<file path="src/logic/glbl_reg_pkg.sv">
// Register map and reset values fixed at build time; no strap-driven defaults, one reset domain
package glbl_reg_pkg;

   // ----------------------------------------------------------
   // Bus geometry
   // ----------------------------------------------------------
   localparam int DATA_W    = 32;
   localparam int BYTE_W    = 8;
   localparam int SEL_W     = DATA_W / BYTE_W;
   localparam int ADR_W     = 5;
   localparam int REG_COUNT = 1 << ADR_W;

   typedef logic [DATA_W-1:0] word_t;
   // Read words of the whole map, index = word address
   typedef logic [REG_COUNT-1:0][DATA_W-1:0] reg_array_t;

   // ----------------------------------------------------------
   // Word addresses
   // ----------------------------------------------------------
   localparam logic [ADR_W-1:0] ADR_CHIP_ID    = 5'd0;
   localparam logic [ADR_W-1:0] ADR_RST_CTRL   = 5'd1;
   localparam logic [ADR_W-1:0] ADR_GLBL_CFG   = 5'd2;
   localparam logic [ADR_W-1:0] ADR_INTR_MASK  = 5'd3;
   localparam logic [ADR_W-1:0] ADR_INTR_STAT  = 5'd4;
   localparam logic [ADR_W-1:0] ADR_MULTI_FUNC = 5'd5;
   localparam logic [ADR_W-1:0] ADR_MAILBOX    = 5'd15;
   localparam logic [ADR_W-1:0] ADR_SW_FIRST   = 5'd16;
   localparam logic [ADR_W-1:0] ADR_SW_LAST    = 5'd23;
   localparam int SW_COUNT = int'(ADR_SW_LAST) - int'(ADR_SW_FIRST) + 1;

   // Writable words: 1..5, 15, 16..23
   localparam logic [REG_COUNT-1:0] REG_WR_MAP = 32'h00FF_803E;

   // ----------------------------------------------------------
   // Fixed and reset values
   // ----------------------------------------------------------
   // Manufacturer "RD", two cores, chip 5, rev 1
   localparam word_t CHIP_ID_VALUE      = 32'h8268_2501;
   // CPU interface and QSPI master out of reset
   localparam word_t RST_CTRL_DEFAULT   = 32'h0000_0003;
   // Bit 31 enables the UART master pins
   localparam word_t MULTI_FUNC_DEFAULT = 32'h8000_0000;
   localparam word_t SW_SIGNATURE       = 32'h8273_8343;
   localparam word_t SW_RELEASE_DATE    = 32'h0101_2024;
   localparam word_t SW_REVISION        = 32'h0005_2000;
   // Software bank defaults, entry 0 at ADR_SW_FIRST
   localparam logic [SW_COUNT-1:0][DATA_W-1:0] SW_RESET_VALUES = {
      32'h0, 32'h0, 32'h0, 32'h0, 32'h0,
      SW_REVISION, SW_RELEASE_DATE, SW_SIGNATURE
   };

   // Stored config bits; 15:4 held the old clock monitor select
   localparam word_t GLBL_CFG_WMASK = 32'hFFFF_000F;
   localparam int CFG_USER_IRQ_LSB  = 0;
   localparam int CFG_SOFT_IRQ      = 3;
   localparam int CFG_RISCV_LSB     = 16;

   // Reset control bits, 1 = block out of reset
   localparam int RST_CPU_INTF = 0;
   localparam int RST_QSPIM    = 1;
   localparam int RST_SSPIM    = 2;
   localparam int RST_UART0    = 3;
   localparam int RST_I2CM     = 4;
   localparam int RST_USB      = 5;
   localparam int RST_UART1    = 6;
   localparam int RST_CPU0     = 8;
   localparam int RST_CPU1     = 9;

   // Interrupt status map, 7:5 reserved
   localparam int IRQ_TIMER_LSB = 0;
   localparam int IRQ_I2CM      = 3;
   localparam int IRQ_USB       = 4;
   localparam int IRQ_GPIO_LSB  = 8;
   localparam word_t IRQ_VALID_MASK = 32'hFFFF_FF1F;

   // Byte lane select widened to a bit mask
   function automatic word_t byte_mask(input logic [SEL_W-1:0] be);
      word_t m;
      for (int i = 0; i < SEL_W; i++) begin
         m[i*BYTE_W +: BYTE_W] = {BYTE_W{be[i]}};
      end
      return m;
   endfunction

   // Replace the selected lanes of a word
   function automatic word_t byte_merge(input word_t old_w, input word_t new_w,
                                        input logic [SEL_W-1:0] be);
      word_t m;
      m = byte_mask(be);
      return (old_w & ~m) | (new_w & m);
   endfunction

endpackage

</file>
<file path="src/logic/glbl_bus_slave.sv">
// Wishbone classic single-beat slave, no wait states; a held stb restarts one cycle after ack
`timescale 1ns/1ps

module glbl_bus_slave import glbl_reg_pkg::*; (
   input  logic                 mclk,
   input  logic                 s_reset_n,
   input  logic                 cyc,
   input  logic                 stb,
   input  logic                 we,
   input  logic [ADR_W-1:0]     adr,
   input  reg_array_t           rd_words,
   input  word_t                mask_word,
   input  word_t                stat_word,
   output logic [REG_COUNT-1:0] wr_sel,
   output word_t                rdata,
   output logic                 ack
);

   logic  pending;
   word_t rd_word;

   // ----------------------------------------------------------
   // Access decode
   // ----------------------------------------------------------
   // Open access, not yet acknowledged
   assign pending = cyc & stb & ~ack;

   // One-hot write strobe, read-only and unmapped words dropped
   always_comb begin
      wr_sel = '0;
      if (pending && we) begin
         wr_sel[adr] = REG_WR_MAP[adr];
      end
   end

   // ----------------------------------------------------------
   // Read path
   // ----------------------------------------------------------
   // Interrupt words live in their own stage
   always_comb begin
      case (adr)
         ADR_INTR_MASK: rd_word = mask_word;
         ADR_INTR_STAT: rd_word = stat_word;
         default:       rd_word = rd_words[adr];
      endcase
   end

   // Ack and data on the commit edge
   // Read word is the pre-write value
   always_ff @(posedge mclk or negedge s_reset_n) begin
      if (!s_reset_n) begin
         ack   <= 1'b0;
         rdata <= '0;
      end else if (pending) begin
         ack   <= 1'b1;
         rdata <= rd_word;
      end else begin
         ack   <= 1'b0;
      end
   end

   // ----------------------------------------------------------
   // Checks
   // ----------------------------------------------------------
   // Single-cycle ack, even with stb held
   a_ack_single: assert property (
      @(posedge mclk) disable iff (!s_reset_n)
      ack |=> !ack
   ) else $error("ack high on two consecutive cycles");

   // At most one register written per cycle
   a_wr_onehot: assert property (
      @(posedge mclk) disable iff (!s_reset_n)
      $onehot0(wr_sel)
   ) else $error("wr_sel not one-hot");

endmodule

</file>
<file path="src/logic/glbl_ctrl_regs.sv">
// Control bank under byte-enable writes; interrupt words 3 and 4 read as zero here
`timescale 1ns/1ps

module glbl_ctrl_regs import glbl_reg_pkg::*; (
   input  logic                 mclk,
   input  logic                 s_reset_n,
   input  logic [REG_COUNT-1:0] wr_sel,
   input  word_t                wdata,
   input  logic [SEL_W-1:0]     sel,
   output reg_array_t           rd_words,
   output logic [1:0]           cpu_core_rst_n,
   output logic                 cpu_intf_rst_n,
   output logic                 qspim_rst_n,
   output logic                 sspim_rst_n,
   output logic [1:0]           uart_rst_n,
   output logic                 i2cm_rst_n,
   output logic                 usb_rst_n,
   output logic                 soft_irq,
   output logic [2:0]           user_irq,
   output logic [15:0]          cfg_riscv_ctrl,
   output word_t                cfg_multi_func_sel
);

   word_t rst_ctrl;
   word_t glbl_cfg;
   word_t multi_func;
   word_t mailbox;
   word_t sw_reg [SW_COUNT];

   // ----------------------------------------------------------
   // Global registers
   // ----------------------------------------------------------
   always_ff @(posedge mclk or negedge s_reset_n) begin
      if (!s_reset_n) begin
         rst_ctrl   <= RST_CTRL_DEFAULT;
         glbl_cfg   <= '0;
         multi_func <= MULTI_FUNC_DEFAULT;
         mailbox    <= '0;
      end else begin
         if (wr_sel[ADR_RST_CTRL]) begin
            rst_ctrl <= byte_merge(rst_ctrl, wdata, sel);
         end
         // Only the masked bits have flops behind them
         if (wr_sel[ADR_GLBL_CFG]) begin
            glbl_cfg <= byte_merge(glbl_cfg, wdata, sel) & GLBL_CFG_WMASK;
         end
         if (wr_sel[ADR_MULTI_FUNC]) begin
            multi_func <= byte_merge(multi_func, wdata, sel);
         end
         // Mailbox shared between the two cores
         if (wr_sel[ADR_MAILBOX]) begin
            mailbox <= byte_merge(mailbox, wdata, sel);
         end
      end
   end

   // ----------------------------------------------------------
   // Software bank
   // ----------------------------------------------------------
   // Signature, release date, revision, then scratch
   for (genvar i = 0; i < SW_COUNT; i++) begin : g_sw
      always_ff @(posedge mclk or negedge s_reset_n) begin
         if (!s_reset_n) begin
            sw_reg[i] <= SW_RESET_VALUES[i];
         end else if (wr_sel[int'(ADR_SW_FIRST) + i]) begin
            sw_reg[i] <= byte_merge(sw_reg[i], wdata, sel);
         end
      end
   end

   // ----------------------------------------------------------
   // Read words
   // ----------------------------------------------------------
   // Unmapped entries stay zero
   always_comb begin
      rd_words                 = '0;
      rd_words[ADR_CHIP_ID]    = CHIP_ID_VALUE;
      rd_words[ADR_RST_CTRL]   = rst_ctrl;
      rd_words[ADR_GLBL_CFG]   = glbl_cfg;
      rd_words[ADR_MULTI_FUNC] = multi_func;
      rd_words[ADR_MAILBOX]    = mailbox;
      for (int i = 0; i < SW_COUNT; i++) begin
         rd_words[int'(ADR_SW_FIRST) + i] = sw_reg[i];
      end
   end

   // ----------------------------------------------------------
   // Control outputs
   // ----------------------------------------------------------
   // Reset lines, active low
   assign cpu_intf_rst_n    = rst_ctrl[RST_CPU_INTF];
   assign qspim_rst_n       = rst_ctrl[RST_QSPIM];
   assign sspim_rst_n       = rst_ctrl[RST_SSPIM];
   assign uart_rst_n[0]     = rst_ctrl[RST_UART0];
   assign uart_rst_n[1]     = rst_ctrl[RST_UART1];
   assign i2cm_rst_n        = rst_ctrl[RST_I2CM];
   assign usb_rst_n         = rst_ctrl[RST_USB];
   assign cpu_core_rst_n[0] = rst_ctrl[RST_CPU0];
   assign cpu_core_rst_n[1] = rst_ctrl[RST_CPU1];

   // Config fields
   assign user_irq       = glbl_cfg[CFG_USER_IRQ_LSB +: 3];
   assign soft_irq       = glbl_cfg[CFG_SOFT_IRQ];
   assign cfg_riscv_ctrl = glbl_cfg[CFG_RISCV_LSB +: 16];

   // Pin mux select straight from the register
   assign cfg_multi_func_sel = multi_func;

   // Chip ID is read-only, decode must never strobe it
   a_no_id_write: assert property (
      @(posedge mclk) disable iff (!s_reset_n)
      !wr_sel[ADR_CHIP_ID]
   ) else $error("write select on chip ID");

endmodule

</file>
<file path="src/logic/glbl_intr_stat.sv">
// Sticky status is level-set every cycle a request is high; a set beats a same-cycle clear
`timescale 1ns/1ps

module glbl_intr_stat import glbl_reg_pkg::*; (
   input  logic             mclk,
   input  logic             s_reset_n,
   input  logic             wr_mask,
   input  logic             wr_stat,
   input  word_t            wdata,
   input  logic [SEL_W-1:0] sel,
   input  logic [2:0]       timer_intr,
   input  logic             i2cm_intr,
   input  logic             usb_intr,
   input  logic [31:0]      gpio_intr,
   output word_t            mask_word,
   output word_t            stat_word,
   output word_t            irq_lines
);

   word_t hw_req;
   word_t clr_bits;

   // ----------------------------------------------------------
   // Request map
   // ----------------------------------------------------------
   // GPIO 7:0 is port A, not routed to the CPU
   always_comb begin
      hw_req                          = '0;
      hw_req[IRQ_TIMER_LSB +: 3]      = timer_intr;
      hw_req[IRQ_I2CM]                = i2cm_intr;
      hw_req[IRQ_USB]                 = usb_intr;
      hw_req[DATA_W-1:IRQ_GPIO_LSB]   = gpio_intr[DATA_W-1:IRQ_GPIO_LSB];
   end

   // Write 1 to clear, selected lanes only
   assign clr_bits = wr_stat ? (wdata & byte_mask(sel)) : '0;

   always_ff @(posedge mclk or negedge s_reset_n) begin
      if (!s_reset_n) begin
         stat_word <= '0;
         mask_word <= '0;
      end else begin
         stat_word <= (stat_word & ~clr_bits) | hw_req;
         if (wr_mask) begin
            mask_word <= byte_merge(mask_word, wdata, sel);
         end
      end
   end

   // Masked lines to the CPU
   assign irq_lines = mask_word & stat_word;

   // Reserved status bits never set
   a_rsvd_zero: assert property (
      @(posedge mclk) disable iff (!s_reset_n)
      (stat_word & ~IRQ_VALID_MASK) == '0
   ) else $error("reserved status bit set");

endmodule

</file>
<file path="src/logic/glbl_reg.sv">
// Global register block top; all state on s_reset_n, clock generation and straps not included
`timescale 1ns/1ps

module glbl_reg import glbl_reg_pkg::*; (
   input  logic             mclk,
   input  logic             s_reset_n,

   // Wishbone slave
   input  logic             cyc,
   input  logic             stb,
   input  logic             we,
   input  logic [ADR_W-1:0] adr,
   input  word_t            wdata,
   input  logic [SEL_W-1:0] sel,
   output word_t            rdata,
   output logic             ack,

   // Interrupt requests
   input  logic [2:0]       timer_intr,
   input  logic             i2cm_intr,
   input  logic             usb_intr,
   input  logic [31:0]      gpio_intr,

   // Block resets
   output logic [1:0]       cpu_core_rst_n,
   output logic             cpu_intf_rst_n,
   output logic             qspim_rst_n,
   output logic             sspim_rst_n,
   output logic [1:0]       uart_rst_n,
   output logic             i2cm_rst_n,
   output logic             usb_rst_n,

   // CPU configuration
   output logic             soft_irq,
   output logic [2:0]       user_irq,
   output logic [15:0]      cfg_riscv_ctrl,
   output word_t            cfg_multi_func_sel,
   output word_t            irq_lines
);

   logic [REG_COUNT-1:0] wr_sel;
   reg_array_t           rd_words;
   word_t                mask_word;
   word_t                stat_word;

   // ----------------------------------------------------------
   // Bus front end
   // ----------------------------------------------------------
   glbl_bus_slave u_bus (
      .mclk      (mclk),
      .s_reset_n (s_reset_n),
      .cyc       (cyc),
      .stb       (stb),
      .we        (we),
      .adr       (adr),
      .rd_words  (rd_words),
      .mask_word (mask_word),
      .stat_word (stat_word),
      .wr_sel    (wr_sel),
      .rdata     (rdata),
      .ack       (ack)
   );

   // ----------------------------------------------------------
   // Register stages
   // ----------------------------------------------------------
   glbl_ctrl_regs u_ctrl (
      .mclk               (mclk),
      .s_reset_n          (s_reset_n),
      .wr_sel             (wr_sel),
      .wdata              (wdata),
      .sel                (sel),
      .rd_words           (rd_words),
      .cpu_core_rst_n     (cpu_core_rst_n),
      .cpu_intf_rst_n     (cpu_intf_rst_n),
      .qspim_rst_n        (qspim_rst_n),
      .sspim_rst_n        (sspim_rst_n),
      .uart_rst_n         (uart_rst_n),
      .i2cm_rst_n         (i2cm_rst_n),
      .usb_rst_n          (usb_rst_n),
      .soft_irq           (soft_irq),
      .user_irq           (user_irq),
      .cfg_riscv_ctrl     (cfg_riscv_ctrl),
      .cfg_multi_func_sel (cfg_multi_func_sel)
   );

   // Mask and status strobes tapped from the decode
   glbl_intr_stat u_intr (
      .mclk       (mclk),
      .s_reset_n  (s_reset_n),
      .wr_mask    (wr_sel[ADR_INTR_MASK]),
      .wr_stat    (wr_sel[ADR_INTR_STAT]),
      .wdata      (wdata),
      .sel        (sel),
      .timer_intr (timer_intr),
      .i2cm_intr  (i2cm_intr),
      .usb_intr   (usb_intr),
      .gpio_intr  (gpio_intr),
      .mask_word  (mask_word),
      .stat_word  (stat_word),
      .irq_lines  (irq_lines)
   );

endmodule

</file>
<file path="config.mk">
export PLATFORM = sky130hd
export DESIGN_NAME = glbl_reg
export DESIGN_NICKNAME = d
export VERILOG_FILES = /design/src/logic/glbl_reg_pkg.sv /design/src/logic/glbl_bus_slave.sv /design/src/logic/glbl_ctrl_regs.sv /design/src/logic/glbl_intr_stat.sv /design/src/logic/glbl_reg.sv
export SDC_FILE = /design/constraint.sdc
export NUM_CORES = 1
export LEC_CHECK = 0
export ABC_CLOCK_PERIOD_IN_PS = 4100
export BUFFER_PORTS_ARGS = -buffer_cell sky130_fd_sc_hd__buf_2
export CELL_PAD_IN_SITES_DETAIL_PLACEMENT = 0
export CELL_PAD_IN_SITES_GLOBAL_PLACEMENT = 1
export CORE_ASPECT_RATIO = 0.9
export CORE_MARGIN = 2
export CORE_UTILIZATION = 35
export DETAILED_ROUTE_END_ITERATION = 7
export GPL_ROUTABILITY_DRIVEN = 1
export HOLD_SLACK_MARGIN = 0.05
export PLACE_DENSITY_LB_ADDON = 0.1
export SLEW_MARGIN = 15
export SYNTH_ARGS = -nofsm -noshare
export SYNTH_HDL_FRONTEND = slang
export SYNTH_HIERARCHICAL = 1
export SYNTH_SLANG_ARGS = --single-unit
</file>
<file path="constraint.sdc">
create_clock -name mclk -period 4.1 [get_ports mclk]
set_clock_uncertainty 0.15 [all_clocks]
set_input_delay 0.82 -clock mclk [delete_from_list [all_inputs] [get_ports mclk]]
set_output_delay 0.82 -clock mclk [all_outputs]
set_load 0.005 [all_outputs]
</file>
; Word level (Yosys, flattened, before mapping)
; Memories as Yosys holds them, arrays and structs flattened.
; Index checks and enable logic that the tools add are counted.
[classes]
eq_ne = 2
n_bitwise = 36
n_reduce_logical = 2
muxes = 9
magnitude_cmp = 2
[ops]
columns = operator, count
row1 = $and 32x32->32, 16
row2 = $or 32x32->32, 14
row3 = $bmux 32 s5, 1
row4 = $mux 32, 2
row5 = $not 32->32, 2
row6 = $pmux 32 s2, 1
row7 = $and 24x24->24, 1
row8 = $mux 24, 1
row9 = $lt 5x6->1 const B, 1
row10 = $demux 1 s5, 1
row11 = $eq 5x2->1 const B, 1
row12 = $eq 5x3->1 const B, 1
row13 = $ge 5x1->1 const B, 1
row14 = $mux 1, 3
row15 = $and 1x1->1, 2
row16 = $logic_and 1x1->1, 2
row17 = $not 1->1, 1
[word_totals]
memories = 1
out_inout_bits = 126
elab_cells = 68
reg_bits = 469
mem_bits_ro = 32
[mem_list]
columns = name, words, width, read_ports, rd_ports_with_merged_regs, write_ports, line
row1 = (name not given), 32, 1, 1, 0, 0, glbl_bus_slave.sv:32  ; wr_sel[adr] = REG_WR_MAP[adr];

; Depth between registers and ports, before layout
[depth]
word_depth = 10
depth_mapped = 11
ltp_nobuf = 5

; Cells and area by module
; The synthesis kept the hierarchy.
[by_module_without_submodules]
columns = mod, instances, area_each_um2, cells_each, seq_area_each_um2
row1 = glbl_ctrl_regs, 1, 19312.3, 1542, 9339.0
row2 = glbl_bus_slave, 1, 10293.6, 895, 825.8
row3 = glbl_intr_stat, 1, 2613.8, 200, 1601.5

; Least setup slack after synthesis
; Ideal clock, no wire load.
[synth_timing]
kind = input to register
start = input port adr[0]
end = register with a tool-made name
arrival_time_ps = 2929
path_slack_ps = 896
stages = 9
setup_time_ps = 125
path_cell_list = buf_6 -> buf_12 -> buf_8 -> buf_4 -> nand3_2 -> clkbuf_1 -> nor4b_1 -> nand2_1 -> mux2_2
[synth_rtl]
columns = element, line
row1 = from (decl), glbl_reg.sv:12  ; input logic [ADR_W-1:0] adr,

==> results.yml <==
outcome:
  outcome: "finished clean"
timing:
  timing.setup.tns_ns: 0
  worst_slew_margin_rel_pct: 24.98
  slew_at_the_pin_closest_to_its_max_slew_limit_ns: 1.123
  hold_vio_cnt_final: 0
  timing.final.setup_violations: 0
  min_period_over_period_pct: 81.76
  grt_setup_unrepaired: "false"
  max_clk_rate_mhz: 298.3
  post-route-min-period_ns: 3.352
  maxSlewViolCount: 0
  timing.hold.ws_ns: 0.2185
floorplanning:
  fp.dieH_um: 291.2
  io_pins: 209
  initial_core_util_pct: 35.24
  fp-row-count: 105
  chipWidth_um: 323.1
  fp.dieArea_um2: 94100
  core-area_um2: 91040
layout:
  nets: 2797
  multiInputGateArea_um2: 16550
  layout.area.seq_um2: 11770
  drive_above_1_share_pct: 39.22
  layout_common_cells: "conb_1 (652), dfrtp_1 (445), mux2_2 (404)"
  final_cells: 3993
  finalInstanceArea_um2: 33680
  filler_cells_inserted: 8947
  most_frequent_standard_cell_in_the_layout_excluding_fill_and_tap_cells: "conb_1"
  areaGrowthSynthToFinish_pct: 4.981
grt:
  maximum_number_of_pins_on_one_net_before_global_route_repair: 79
  grt_pass1_wl_mm: 134.0
  first_global_vias: 20101
  grt_antenna_before_repair: 4
  grt_usage_pct: 19.29
  sum_of_overflow_across_all_layers_after_global_routing: 0
setup_path:
  path_delay_family: "simple AND/OR/NAND/NOR gates"
  cpPeakStageDelay_ns: 0.96
  critical_path_arrival_ns: 3.70
  worstReg2RegStart: "u_bus/ack$_DFF_PN0_"
  r2r_slack_ns: 0.75
  rr_worst_depth: 5
  critPathBufInv: 0
  critPathSlowestCell: "nor3b_1"
  critical_path_class: "reg -> reg"
  critical_path.max_fanout: 13
  worst-endpoint-required_ns: 4.44
  worstSetupEndpointType: "register"
  timing.critical_path.cells: "and3b_4 -> nand2_1 -> nor3b_1 -> nand2_2 -> mux2_2"
  cp-start-kind: "register"
clock_tree:
  worstSkewPairLatency_ns: 0.63
  cts_tree: "yes"
  clkSinkCount: 469
  cts-buffers-inserted: 58
  clock_path_buffers: 3
  clock-root-buffer: "clkbuf_16"
  htree_num_levels: 2
  clkTransAtPathRegs_ns: 0.06
  post_cts_buffers: 0
route:
  totalWireLength_mm: 89.74
  drt_drc_violations_left: 0
  routedWlPerCell_um: 22.47
  drtAntennaViolNets: 0
  route.vias.total: 19089
  detail_route.iter0.violations: 973
  routed_via_density: 4.781
  detailedRoute.firstPassIterationCount: 5
logic_synthesis:
  syn_avg_cell_area_um2: 12.25
  syn-cell-area_um2: 32080
  netlist_instances: 2618
  synth-warning-count: 6
power:
  vdd_drop_max_mv: 0.3148
  power.density_cell_area_nw_per_um2: 362.8
  report.power.total_mw: 12.22
  power_leakage_nw: 15.96
worst_hold_path:
  holdCritPathClass: "in -> reg"
  whs_path_depth: 2
  min_from: "gpio_intr[20]"
  holdPathEnd: "u_intr/stat_word[20]$_DFF_PN0_"
place:
  finalWeightedCongestion: 0.7368
  detailed_place.area_um2: 31590
  placed_cells: 3883
  port-buffer-count: 200
  dp_hpwl_mm: 57.24
job:
  max_cap_viol_count: 0
==> report_power, final <==
part	leakage, nW	switching (mW)	internal, mW	total (mW)
registers	6.14	0.124	4.86	4.98
clock network	1.00	2.13	3.45	5.58
logic	8.82	0.896	0.762	1.66
total	16.0	3.15	9.07	12.2
==> layout make-up <==
class	instances	share of cell area [%]
clock inverters	21	1.066
multi-input cells	1917	49.14
clock buffers	86	5.101
repair buffers	267	5.157
diodes	2	0.01486
well taps	1230	4.570
flip-flops and latches	469	34.94
inverters	1	0.01115
==> metal layers <==
layer / up-vias / track usage (%) / routed length (um)
met1: 10041 / 26.77 / 41210
li1: 8576 / - / -
met2: 364 / 31.40 / 42180
met5: - / 0 / 0
met4: 0 / 4.697 / 2020
met3: 108 / 3.089 / 4320
==> how the worst max path moves through the flow <==
stage | startpoint | endpoint | slack, ns | cells after the start
finish | u_bus/ack$_DFF_PN0_ | register | 0.75 | 5
global route | u_bus/ack$_DFF_PN0_ | register | 0.71 | 5
CTS | u_bus/ack$_DFF_PN0_ | register | 0.80 | 5
detailed placement | stb | register | 0.38 | 6
global placement | stb | register | 0.42 | 6
floorplan | adr[0] | register | 0.90 | 9
==> what timing repair did <==
item	CTS	global route
hold buffers	1	0
hold endpoints to repair	32	0
gates resized for setup	0	0
==> stage by stage <==
step	worst slack, ns	utilization, %
2_1_floorplan	0.8958	-
3_5_place_dp	0.3812	34.69
3_3_place_gp	0.4232	34.69
6_report	0.7480	36.99
5_1_grt	0.7106	36.99
4_1_cts	0.8017	36.99
Note: power is estimated with default switching activity, not from simulation.
